[config.mk]
export PLATFORM = sky130hd
export DESIGN_NAME = gbTimer
export DESIGN_NICKNAME = d
export VERILOG_FILES = /design/src/hdl/gbTimerPkg.sv /design/src/hdl/cycleCostDecoder.sv /design/src/hdl/instrTickTracker.sv /design/src/hdl/timerRegs.sv /design/src/hdl/gbTimer.sv
export VERILOG_INCLUDE_DIRS = /design/src /design/src/hdl
export SDC_FILE = /design/constraint.sdc
export NUM_CORES = 1
export LEC_CHECK = 0
export BUFFER_PORTS_ARGS = -buffer_cell sky130_fd_sc_hd__buf_2
export CORE_ASPECT_RATIO = 0.8
export CORE_MARGIN = 8
export CORE_UTILIZATION = 55
export DETAILED_ROUTE_END_ITERATION = 7
export PLACE_DENSITY = 0.8
export SYNTH_ARGS = -nofsm -noshare
export SYNTH_HDL_FRONTEND = slang
export SYNTH_SLANG_ARGS = --single-unit
[constraint.sdc]
create_clock -name iClock -period 2.1 [get_ports iClock]
set_input_delay 0.105 -clock iClock [delete_from_list [all_inputs] [get_ports iClock]]
set_output_delay 0.105 -clock iClock [all_outputs]
set_load 0.01 [all_outputs]
[src/hdl/gbTimer_cfg.svh]
`ifndef GB_TIMER_CFG_SVH
`define GB_TIMER_CFG_SVH

// ------------------------------------------------------------
// Machine-cycle counter and divider
// ------------------------------------------------------------

// Free-running machine-cycle counter width
`define GB_CNT_WIDTH 14

// DIV is the top byte of the counter, one step per 64 cycles
`define GB_DIV_MSB 13
`define GB_DIV_LSB 6

// ------------------------------------------------------------
// TAC layout and TIMA speed taps
// ------------------------------------------------------------

// Falling edge of the tap bit gives one TIMA step
`define GB_TAP_SPEED0 7
`define GB_TAP_SPEED1 1
`define GB_TAP_SPEED2 3
`define GB_TAP_SPEED3 5
`define GB_TAC_RUN_BIT 2

// Width of a machine-cycle cost
`define GB_COST_W 3

`endif

[src/hdl/gbTimerPkg.sv]
`include "gbTimer_cfg.svh"

package gbTimerPkg;

    // ------------------------------------------------------------
    // Register select on the write port
    // ------------------------------------------------------------
    typedef enum logic [1:0]
    {
        selDiv  = 2'd0,
        selTima = 2'd1,
        selTma  = 2'd2,
        selTac  = 2'd3
    } timerRegSelT;

    // Tick tracker states
    typedef enum logic [1:0]
    {
        idle        = 2'd0,
        branchArmed = 2'd1,
        draining    = 2'd2
    } tickStateT;

    // Machine-cycle count of one instruction
    typedef logic [`GB_COST_W-1:0] costT;

    // Decoded cost of the current opcode
    typedef struct packed
    {
        costT cycles;       // Not-taken cost
        costT takenCycles;  // Cost when a conditional branch is taken
        logic condBranch;
        logic cbOp;
    } instrCostT;

    // Direct register write
    typedef struct packed
    {
        logic        en;
        timerRegSelT sel;
        logic [7:0]  data;
    } regWriteT;

    // Register read view, DIV in the top byte
    typedef struct packed
    {
        logic [7:0] div;
        logic [7:0] tima;
        logic [7:0] tma;
        logic [7:0] tac;
    } timerRegsT;

endpackage

[src/hdl/cycleCostDecoder.sv]
`timescale 1ns/1ps
`include "gbTimer_cfg.svh"

module cycleCostDecoder
    import gbTimerPkg::*;
(
    input  logic [7:0] opcode,
    input  logic       cbPrefix,
    output instrCostT  cost
);

    // ------------------------------------------------------------
    // Not-taken cost tables
    // ------------------------------------------------------------
    // One row per high nibble, one hex digit per low nibble
    // Leftmost digit is low nibble 0
    // Digit 0 marks an undefined opcode or the bare CB prefix
    localparam logic [63:0] BASE_ROW [16] = '{
        64'h1322_1121_5222_1121,    // 0x: 16-bit loads, LD (nn),SP
        64'h1322_1121_3222_1121,    // 1x: JR n is unconditional
        64'h2322_1121_2222_1121,    // 2x: JR NZ / JR Z
        64'h2322_3331_2222_1121,    // 3x: INC/DEC (HL), LD (HL),n
        64'h1111_1121_1111_1121,    // 4x
        64'h1111_1121_1111_1121,    // 5x
        64'h1111_1121_1111_1121,    // 6x
        64'h2222_2212_1111_1121,    // 7x: stores to (HL), HALT
        64'h1111_1121_1111_1121,    // 8x: ALU block
        64'h1111_1121_1111_1121,    // 9x
        64'h1111_1121_1111_1121,    // Ax
        64'h1111_1121_1111_1121,    // Bx
        64'h2334_3424_2430_3624,    // Cx: RET, JP, CALL, RST
        64'h2330_3424_2430_3024,    // Dx
        64'h3320_0424_4140_0024,    // Ex: LDH, ADD SP,n
        64'h3321_0424_3241_0024     // Fx
    };

    // CB table, register operand 2, (HL) operand 4, BIT on (HL) 3
    localparam logic [63:0] CB_ROW [16] = '{
        64'h2222_2242_2222_2242,    // Rotates
        64'h2222_2242_2222_2242,
        64'h2222_2242_2222_2242,    // Shifts
        64'h2222_2242_2222_2242,    // SWAP, SRL
        64'h2222_2232_2222_2232,    // BIT only reads (HL)
        64'h2222_2232_2222_2232,
        64'h2222_2232_2222_2232,
        64'h2222_2232_2222_2232,
        64'h2222_2242_2222_2242,    // RES
        64'h2222_2242_2222_2242,
        64'h2222_2242_2222_2242,
        64'h2222_2242_2222_2242,
        64'h2222_2242_2222_2242,    // SET
        64'h2222_2242_2222_2242,
        64'h2222_2242_2222_2242,
        64'h2222_2242_2222_2242
    };

    logic [63:0] costRow;
    logic [3:0]  costDigit;
    logic [3:0]  colIdx;

    // ------------------------------------------------------------
    // Table lookup
    // ------------------------------------------------------------
    always_comb
    begin
        // Row from high nibble, CB prefix switches tables
        costRow = cbPrefix ? CB_ROW[opcode[7:4]] : BASE_ROW[opcode[7:4]];

        // Low nibble 0 sits in the top digit
        colIdx    = 4'd15 - opcode[3:0];
        costDigit = costRow[colIdx*4 +: 4];
    end

    // ------------------------------------------------------------
    // Conditional branches and their taken cost
    // ------------------------------------------------------------
    always_comb
    begin
        cost.cycles      = costDigit[`GB_COST_W-1:0];
        cost.takenCycles = costDigit[`GB_COST_W-1:0];
        cost.condBranch  = 1'b0;
        cost.cbOp        = cbPrefix;

        // No branches in the CB space
        if (!cbPrefix)
        begin
            case (opcode)
                // JR cc
                8'h20, 8'h28, 8'h30, 8'h38:
                begin
                    cost.condBranch  = 1'b1;
                    cost.takenCycles = costT'(3);
                end
                // JP cc
                8'hC2, 8'hCA, 8'hD2, 8'hDA:
                begin
                    cost.condBranch  = 1'b1;
                    cost.takenCycles = costT'(4);
                end
                // CALL cc pushes the return address when taken
                8'hC4, 8'hCC, 8'hD4, 8'hDC:
                begin
                    cost.condBranch  = 1'b1;
                    cost.takenCycles = costT'(6);
                end
                // RET cc
                8'hC0, 8'hC8, 8'hD0, 8'hD8:
                begin
                    cost.condBranch  = 1'b1;
                    cost.takenCycles = costT'(5);
                end
                default:
                begin
                    cost.condBranch = 1'b0;
                end
            endcase
        end
    end

endmodule

[src/hdl/instrTickTracker.sv]
`timescale 1ns/1ps

module instrTickTracker
    import gbTimerPkg::*;
(
    input  logic      iClock,
    input  logic      rstN,
    input  instrCostT cost,
    input  logic      branchTaken,
    input  logic      eof,
    output logic      machineCycle
);

    tickStateT state;
    tickStateT stateNext;
    costT      pending;
    costT      pendingNext;
    costT      loadCycles;
    logic      takenHeld;
    logic      takenHeldNext;
    logic      takenNow;

    // ------------------------------------------------------------
    // Next-state logic
    // ------------------------------------------------------------
    always_comb
    begin
        // Strobe on the eof clock still counts for this instruction
        takenNow = takenHeld | branchTaken;

        // Taken cost only for a conditional branch that was taken
        if (cost.condBranch && !cost.cbOp && takenNow)
            loadCycles = cost.takenCycles;
        else
            loadCycles = cost.cycles;

        stateNext     = state;
        pendingNext   = pending;
        takenHeldNext = takenNow;

        if (eof)
        begin
            // New burst, may chain onto the last strobe of the old one
            pendingNext   = loadCycles;
            takenHeldNext = 1'b0;
            stateNext     = (loadCycles != '0) ? draining : idle;
        end
        else
        begin
            case (state)
                idle:
                begin
                    if (branchTaken)
                        stateNext = branchArmed;
                end
                branchArmed:
                begin
                    // Wait for eof with the taken flag held
                    stateNext = branchArmed;
                end
                draining:
                begin
                    pendingNext = pending - costT'(1);
                    // Last strobe, keep a taken strobe for the next one
                    if (pending == costT'(1))
                        stateNext = takenNow ? branchArmed : idle;
                end
                default:
                begin
                    stateNext = idle;
                end
            endcase
        end
    end

    // ------------------------------------------------------------
    // State registers
    // ------------------------------------------------------------
    always_ff @(posedge iClock or negedge rstN)
    begin
        if (!rstN)
        begin
            state     <= idle;
            pending   <= '0;
            takenHeld <= 1'b0;
        end
        else
        begin
            state     <= stateNext;
            pending   <= pendingNext;
            takenHeld <= takenHeldNext;
        end
    end

    // One strobe per clock while draining
    assign machineCycle = (state == draining);

endmodule

[src/hdl/timerRegs.sv]
`timescale 1ns/1ps
`include "gbTimer_cfg.svh"

module timerRegs
    import gbTimerPkg::*;
(
    input  logic      iClock,
    input  logic      rstN,
    input  logic      machineCycle,
    input  regWriteT  regWrite,
    output timerRegsT regs,
    output logic      timerIrq
);

    logic [`GB_CNT_WIDTH-1:0] cycleCount;
    logic [`GB_CNT_WIDTH-1:0] cycleCountNext;
    logic [7:0]               tima;
    logic [7:0]               tma;
    logic [2:0]               tac;
    logic                     divWrite;
    logic                     timaWrite;
    logic                     tmaWrite;
    logic                     tacWrite;
    logic                     tapOld;
    logic                     tapNew;
    logic                     timaStep;
    logic                     overflow;

    // ------------------------------------------------------------
    // Write decode
    // ------------------------------------------------------------
    assign divWrite  = regWrite.en && (regWrite.sel == selDiv);
    assign timaWrite = regWrite.en && (regWrite.sel == selTima);
    assign tmaWrite  = regWrite.en && (regWrite.sel == selTma);
    assign tacWrite  = regWrite.en && (regWrite.sel == selTac);

    // Counter clear wins over a pending increment
    always_comb
    begin
        if (divWrite)
            cycleCountNext = '0;
        else if (machineCycle)
            cycleCountNext = cycleCount + 1'b1;
        else
            cycleCountNext = cycleCount;
    end

    // ------------------------------------------------------------
    // TIMA step from the selected tap
    // ------------------------------------------------------------
    always_comb
    begin
        case (tac[1:0])
            2'b00:
            begin
                tapOld = cycleCount[`GB_TAP_SPEED0];
                tapNew = cycleCountNext[`GB_TAP_SPEED0];
            end
            2'b01:
            begin
                tapOld = cycleCount[`GB_TAP_SPEED1];
                tapNew = cycleCountNext[`GB_TAP_SPEED1];
            end
            2'b10:
            begin
                tapOld = cycleCount[`GB_TAP_SPEED2];
                tapNew = cycleCountNext[`GB_TAP_SPEED2];
            end
            default:
            begin
                tapOld = cycleCount[`GB_TAP_SPEED3];
                tapNew = cycleCountNext[`GB_TAP_SPEED3];
            end
        endcase
    end

    // Falling tap edge, also from a DIV clear
    assign timaStep = tac[`GB_TAC_RUN_BIT] && tapOld && !tapNew;
    assign overflow = timaStep && (tima == 8'hFF);

    // ------------------------------------------------------------
    // Registers
    // ------------------------------------------------------------
    always_ff @(posedge iClock or negedge rstN)
    begin
        if (!rstN)
        begin
            cycleCount <= '0;
            tima       <= 8'd0;
            tma        <= 8'd0;
            tac        <= 3'd0;
            timerIrq   <= 1'b0;
        end
        else
        begin
            cycleCount <= cycleCountNext;

            // A TIMA write drops the reload and the interrupt
            timerIrq <= overflow && !timaWrite;

            if (timaWrite)
                tima <= regWrite.data;
            else if (overflow)
                tima <= tma;
            else if (timaStep)
                tima <= tima + 8'd1;

            if (tmaWrite)
                tma <= regWrite.data;

            // Only speed and run bits are stored
            if (tacWrite)
                tac <= regWrite.data[2:0];
        end
    end

    // Read view
    assign regs.div  = cycleCount[`GB_DIV_MSB:`GB_DIV_LSB];
    assign regs.tima = tima;
    assign regs.tma  = tma;
    assign regs.tac  = {5'd0, tac};

endmodule

[src/hdl/gbTimer.sv]
`timescale 1ns/1ps

module gbTimer
    import gbTimerPkg::*;
(
    input  logic       iClock,
    input  logic       rstN,
    input  logic [7:0] opcode,
    input  logic       cbPrefix,
    input  logic       branchTaken,
    input  logic       eof,
    input  regWriteT   regWrite,
    output timerRegsT  regs,
    output logic       machineCycle,
    output logic       timerIrq
);

    // Cost of the instruction in flight
    instrCostT cost;

    // ------------------------------------------------------------
    // Opcode cost lookup
    // ------------------------------------------------------------
    cycleCostDecoder costDecoder (
        .opcode   (opcode),
        .cbPrefix (cbPrefix),
        .cost     (cost)
    );

    // End of instruction to machine-cycle burst
    instrTickTracker tickTracker (
        .iClock       (iClock),
        .rstN         (rstN),
        .cost         (cost),
        .branchTaken  (branchTaken),
        .eof          (eof),
        .machineCycle (machineCycle)
    );

    // DIV, TIMA, TMA, TAC and the overflow interrupt
    timerRegs regBlock (
        .iClock       (iClock),
        .rstN         (rstN),
        .machineCycle (machineCycle),
        .regWrite     (regWrite),
        .regs         (regs),
        .timerIrq     (timerIrq)
    );

endmodule

After elaboration in Yosys (flattened, before gate mapping). Memory sizes are Yosys's and may differ from the RTL's. Index checks and enable logic that the tools add are counted. Widths: inputs -> output; s select.

Memories kept: 2. Bits in read-only memories: 2048. Register bits after elaboration: 40. Output and inout port bits: 34.

Memories: (name not given) (words 16, width 64, rd ports 1, clocked after Yosys merged registers in 0, write ports 0, RTL line cycleCostDecoder.sv:67) `costRow = cbPrefix ? CB_ROW[opcode[7:4]] : BASE_ROW[opcode[7:4]];`; (name not given) (words 16, width 64, rd ports 1, clocked after Yosys merged registers in 0, write ports 0, RTL line cycleCostDecoder.sv:67).

Bitwise logic cells: 2. Shift operators: 1. Reduce and logical (&&, ||, !) cells: 26. Multiplexer cells: 25. Add/subtract/negate cells: 4. Magnitude comparators: 1. Equal/unequal tests: 27.

Operators with widths (count): $mux 64 (5); $eq 8x8->1 const B (13); $shiftx 64x7->3 (1); $eq 8x6->1 const B (4); $mux 14 (2); $mux 8 (3); $reduce_or 16->1 (1); $reduce_or 4->1 (4); $add 14x1->14 const B (1); $pmux 3 s4 (1); $logic_and 1x1->1 (10); $mux 3 (3); $add 8x1->8 const B (1); $eq 2x2->1 const B (4); $mux 2 (4); $eq 2x1->1 const B (3); $logic_not 2->1 (3); $pmux 1 s3 (2); $pmux 2 s3 (1); $reduce_bool 3->1 (2); $ge 5x5->1 const B (1); $not 4->5 (1); $mux 4 (1); $reduce_bool 2->1 (2); 9 further kinds (13).

Logic depth before layout (Yosys ltp).
Depth in word-level cells: 14. Depth in mapped cells: 8. Mapped depth without buffers: 7.

By module. From an unflattened synthesis, not the netlist that was laid out.

Cells, all modules: 338. Area total of the unflattened synthesis: 2985.4 um^2.

By module, submodules not included: timerRegs (cells an instance 195, times used 1, area an instance 1938.1 um^2); cycleCostDecoder (cells an instance 100, times used 1, area an instance 630.6 um^2); instrTickTracker (cells an instance 43, times used 1, area an instance 416.6 um^2).

Least setup slack after synthesis. No wires, ideal clock.

Path kind: register to register. From: register regBlock.cycleCount[0]. To: register regBlock.tima[3]. Path buffers: 0. Data arrival time: 1.768 ns. Stages on the path, launching flop included: 8. Slack: 0.210 ns. Period minus slack after synthesis: 1.890 ns. Required time: 1.977 ns. Cells stage by stage: dfrtp_1 > ha_1 > nor3b_1 > o211ai_1 > o311ai_2 > nand3_2 > or3_1 > o221a_2.

Longest elaborated chain between the ends: 9. Elaborated cells on any way between the ends: 10.

RTL lines: start: declaration (RTL line timerRegs.sv:15) `` logic [`GB_CNT_WIDTH-1:0] cycleCount; ``; start signal: assignment (RTL line timerRegs.sv:96) `cycleCount <= cycleCountNext;`; $add 14x1->14 (*) (RTL line timerRegs.sv:43) `cycleCountNext = cycleCount + 1'b1;`; $mux 14 (*) (RTL line timerRegs.sv:42) `else if (machineCycle)`; $mux 14 (*) (RTL line timerRegs.sv:40) `if (divWrite)`; $pmux 1 s3 (*) (RTL line timerRegs.sv:53) `case (tac[1:0])`; $logic_not 1->1 (*) (RTL line timerRegs.sv:78) `` assign timaStep = tac[`GB_TAC_RUN_BIT] && tapOld && !tapNew; ``; $logic_and 1x1->1 (*) (RTL line timerRegs.sv:78); $logic_and 1x1->1 (RTL line timerRegs.sv:79) `assign overflow = timaStep && (tima == 8'hFF);`; $mux 8 (RTL line timerRegs.sv:103) `else if (overflow)`; $mux 8 (RTL line timerRegs.sv:101) `if (timaWrite)`; end signal: assignment (RTL line timerRegs.sv:102) `tima <= regWrite.data;`; end signal: assignment (RTL line timerRegs.sv:104) `tima <= tma;`; end signal: assignment (RTL line timerRegs.sv:106) `tima <= tima + 8'd1;`; end: declaration (RTL line timerRegs.sv:17) `logic [7:0] tima;`.

Every way passes the cells marked *; elsewhere a longest branch is shown, timed or not. The select of a mux whose other input is x is not followed. A chain may end at the register's enable or synchronous reset.

Final worst setup path.
From: register regBlock.cycleCount[0]. To: register regBlock.tima[1].

Same word-level chain as after synthesis.

==> reports/qor.yml <==
detailed_routing:
  drtIter0Drc: 264
  via_count: 2615
  firstDrtPassIters: 5
  wirelength_mm: 7.11
  route.detailed.drc: 0
  ant_nets: 0
  wl_per_cell_um: 16.7
  viasPerCell: 6.15
yosys:
  synthArstFlopShare_pct: 100
  yosysWarnings: 0
  synthDistinctLibCells: 64
  ys_ff_latch: 40
  synthFlopType: "dfrtp_1"
  yosysTopAreaCell: "dfrtp_1"
  synth_top_cell_area_share_pct: 36.0
  synth_area_mm2: 0.00278
  synth.avg_cell_area_um2: 8.95
  synthTopCellsByArea: "dfrtp_1, mux2_2, buf_4"
  yosysSeqAreaShare_pct: 36.0
  synth_edf_count: 0
  synthCells: 311
cts:
  post-cts-setup-buffers: 0
  htreeDepth: 2
  cts_buffers: 5
  insertion_delay_ns: 0.29
  cts_sinks: 40
  clockRootBuffer: "clkbuf_8"
  path_clk_slew_ns: 0.08
  cts_tree: "done"
  clk_path_buf_depth: 2
worst_setup_path:
  cp_max_fo: 8
  worstSetupPathType: "register to register"
  critPathCaptureType: "register"
  cp.arrival_ns: 2.11
  cpLargestDelayFamily: "simple AND/OR/NAND/NOR gates"
  cp.buffers_inverters: 0
  cp.required_ns: 2.26
  cp_cell_sequence: "ha_1 -> nor3b_1 -> o211ai_1 -> o311ai_2 -> and3_4 -> mux2i_1 -> o21ai_1"
  critPathLaunchType: "register"
  slowest_delay_ns: 0.39
  slowest_stage: "dfrtp_1"
timing:
  rsz0062_at_grt: "false"
  hold_viol: 0
  setup_viol: 0
  setup_tns_ns: 0
  fin_crit_sh_pct: 93.1
  final_max_slew_viol_count: 0
  clock.fmax_mhz: 512
  worst_pin_slew_ns: 0.902
  relSlewSlack_pct: 39.9
  fin_skew_ns: 0.00895
  finalCriticalPeriod_ns: 1.95
finish:
  final_net_count: 390
  final_cell_mix: "buf_2, dfrtp_1, nor2_1, nand2_1, buf_4"
  area_delta_synth_final_pct: 14.9
  final_common_cell: "buf_2"
  stdcell_area_mm2: 0.00320
  seqCellArea_mm2: 0.00100
  fillers: 422
  diodes: 0
  drive_gt1_share_pct: 28.7
  multi_input_area_mm2: 0.00160
placement:
  gp_congestion: 0.955
  dp_hpwl_mm: 5.24
  placedInstanceArea_mm2: 0.00309
  io_buffers: 52
global_route:
  grt_pass1_wl_mm: 11.9
  overflow: 0
  first_global_vias: 2472
  antenna_found_initial: 0
  grt_usage_pct: 19.2
  grt_max_degree: 41
power_and_ir_drop:
  power.density_mw_per_mm2: 832
  fin_total_pwr_mw: 2.66
  power.leakage_nw: 1.44
  ir_drop_v: 0.000462
floorplan:
  die_w_um: 95.5
  core_mm2: 0.00495
  row_count: 23
  ioPinCount: 58
  die-area_mm2: 0.00761
  die_y_um: 79.6
  start_util_pct: 56.2
run:
  maxCapViolCount: 0
min_path:
  hold_path.class: "input pin to register"
status:
  status: "completed"
-- path summary, 6_finish.rpt --
check | startpoint | end | slack [ns] | cells past startpoint
worst max-delay path | regBlock.cycleCount[0] | regBlock.tima[1] | 0.15 | 7
worst min-delay path | regWrite[6] | regBlock.tima[6] | 0.04 | 3
worst max register to register | regBlock.cycleCount[0] | regBlock.tima[1] | 0.15 | 7
worst min register to register | regBlock.tma[6] | regBlock.tma[6] | 0.54 | 1
max in group asynchronous | rstN | tickTracker.pending[0] | 1.06 | 2
min in group asynchronous | rstN | regBlock.timerIrq | 0.48 | 2
-- sequential cells by signal, summed over array words and instances, names as in the netlist --
name,flops
regBlock.cycleCount,14
regBlock.tima,8
tickTracker.pending,3
tickTracker.state,2
tickTracker.takenHeld,1
regBlock.tac,3
regBlock.tma,8
regBlock.timerIrq,1
-- worst min-delay path, delay by kind of cell --
kind,cells,cell delay [ns]
buf+inv,1,0.08
compound gates,1,0.06
simple gates,1,0.04
-- cells in the mapped netlist (2+ instances only) --
library cell and n:
nor2_1 26, clkbuf_1 12, o211ai_1 5, o2111ai_1 3, nand3b_1 8, nand3_1 11
and4_1 2, buf_2 3, a221oi_1 2, inv_1 9, nand4_1 8, a21oi_1 16
dfrtp_1 40, a41o_1 3, ha_1 4, and3_1 6, o221a_2 3, o221ai_1 2
nand2_1 25, nor3_1 5, a311oi_1 2, buf_4 13, o21ai_0 16, xnor2_1 6
a211oi_1 4, mux2i_1 3, o21ai_1 3, a22oi_1 2, and2_1 2, or3_1 5
xor2_1 7, o41ai_1 3, o31a_1 2, nor2b_1 6, mux2_2 13, a31oi_1 3
-- metrics by stage --
step	utilization (%)	cells	hold WS [ns]	worst slack [ns]
after global placement	62.4	416	0.271	0.0880
after floorplan	-	315	-0.191	0.210
after detailed placement	62.4	416	0.279	0.0430
after global routing	64.6	425	0.0260	0.0110
final	64.6	425	0.0434	0.145
after CTS	64.5	425	0.0367	0.00238
-- metal layers --
metal	GRT usage [%]	share of wire, %	up-vias	routed length [um]
met5	0	0	-	0
met4	4.29	1.0	0	73
met3	4.32	7.8	9	557
met2	27.7	44	127	3120
met1	28.3	47	1247	3360
li1	-	-	1232	-
-- report_power, final --
group	total (mW)	internal (mW)	switching, mW
sequential	1.10	0.934	0.168
clock	0.525	0.262	0.263
combinational	1.04	0.478	0.558
-- repair_timing --
item / 4_1_cts / 5_1_grt
endpoints found under the setup margin: 0 / 7
gates resized for setup: 0 / 2
hold buffers: 1 / 0
hold endpoints to repair: 40 / 0
-- final cells by class --
class | count | share of cell area (%)
Sequential cell | 40 | 31.3
Tap cell | 62 | 2.43
Inverter | 9 | 1.06
Multi-Input combinational cell | 236 | 49.9
Clock buffer | 6 | 2.58
Timing Repair Buffer | 70 | 12.4
Clock inverter | 2 | 0.313
-- cells by family (layout without fill, tap and decap cells) --
logic type / after synthesis / after routing / share of synthesized area [%]
AO/OA/AOI/OAI: 79 / 79 / 20.3
XOR/XNOR: 13 / 13 / 4.09
adder cells (fa/ha/maj): 4 / 4 / 1.80
buffers and inverters: 39 / 87 / 7.42
flip-flops: 40 / 40 / 36.0
multiplexers: 17 / 17 / 6.74
other: 1 / 5 / 0.135
AND/OR/NAND/NOR: 118 / 118 / 23.6
No activity file was read; power rests on OpenSTA's default activity.
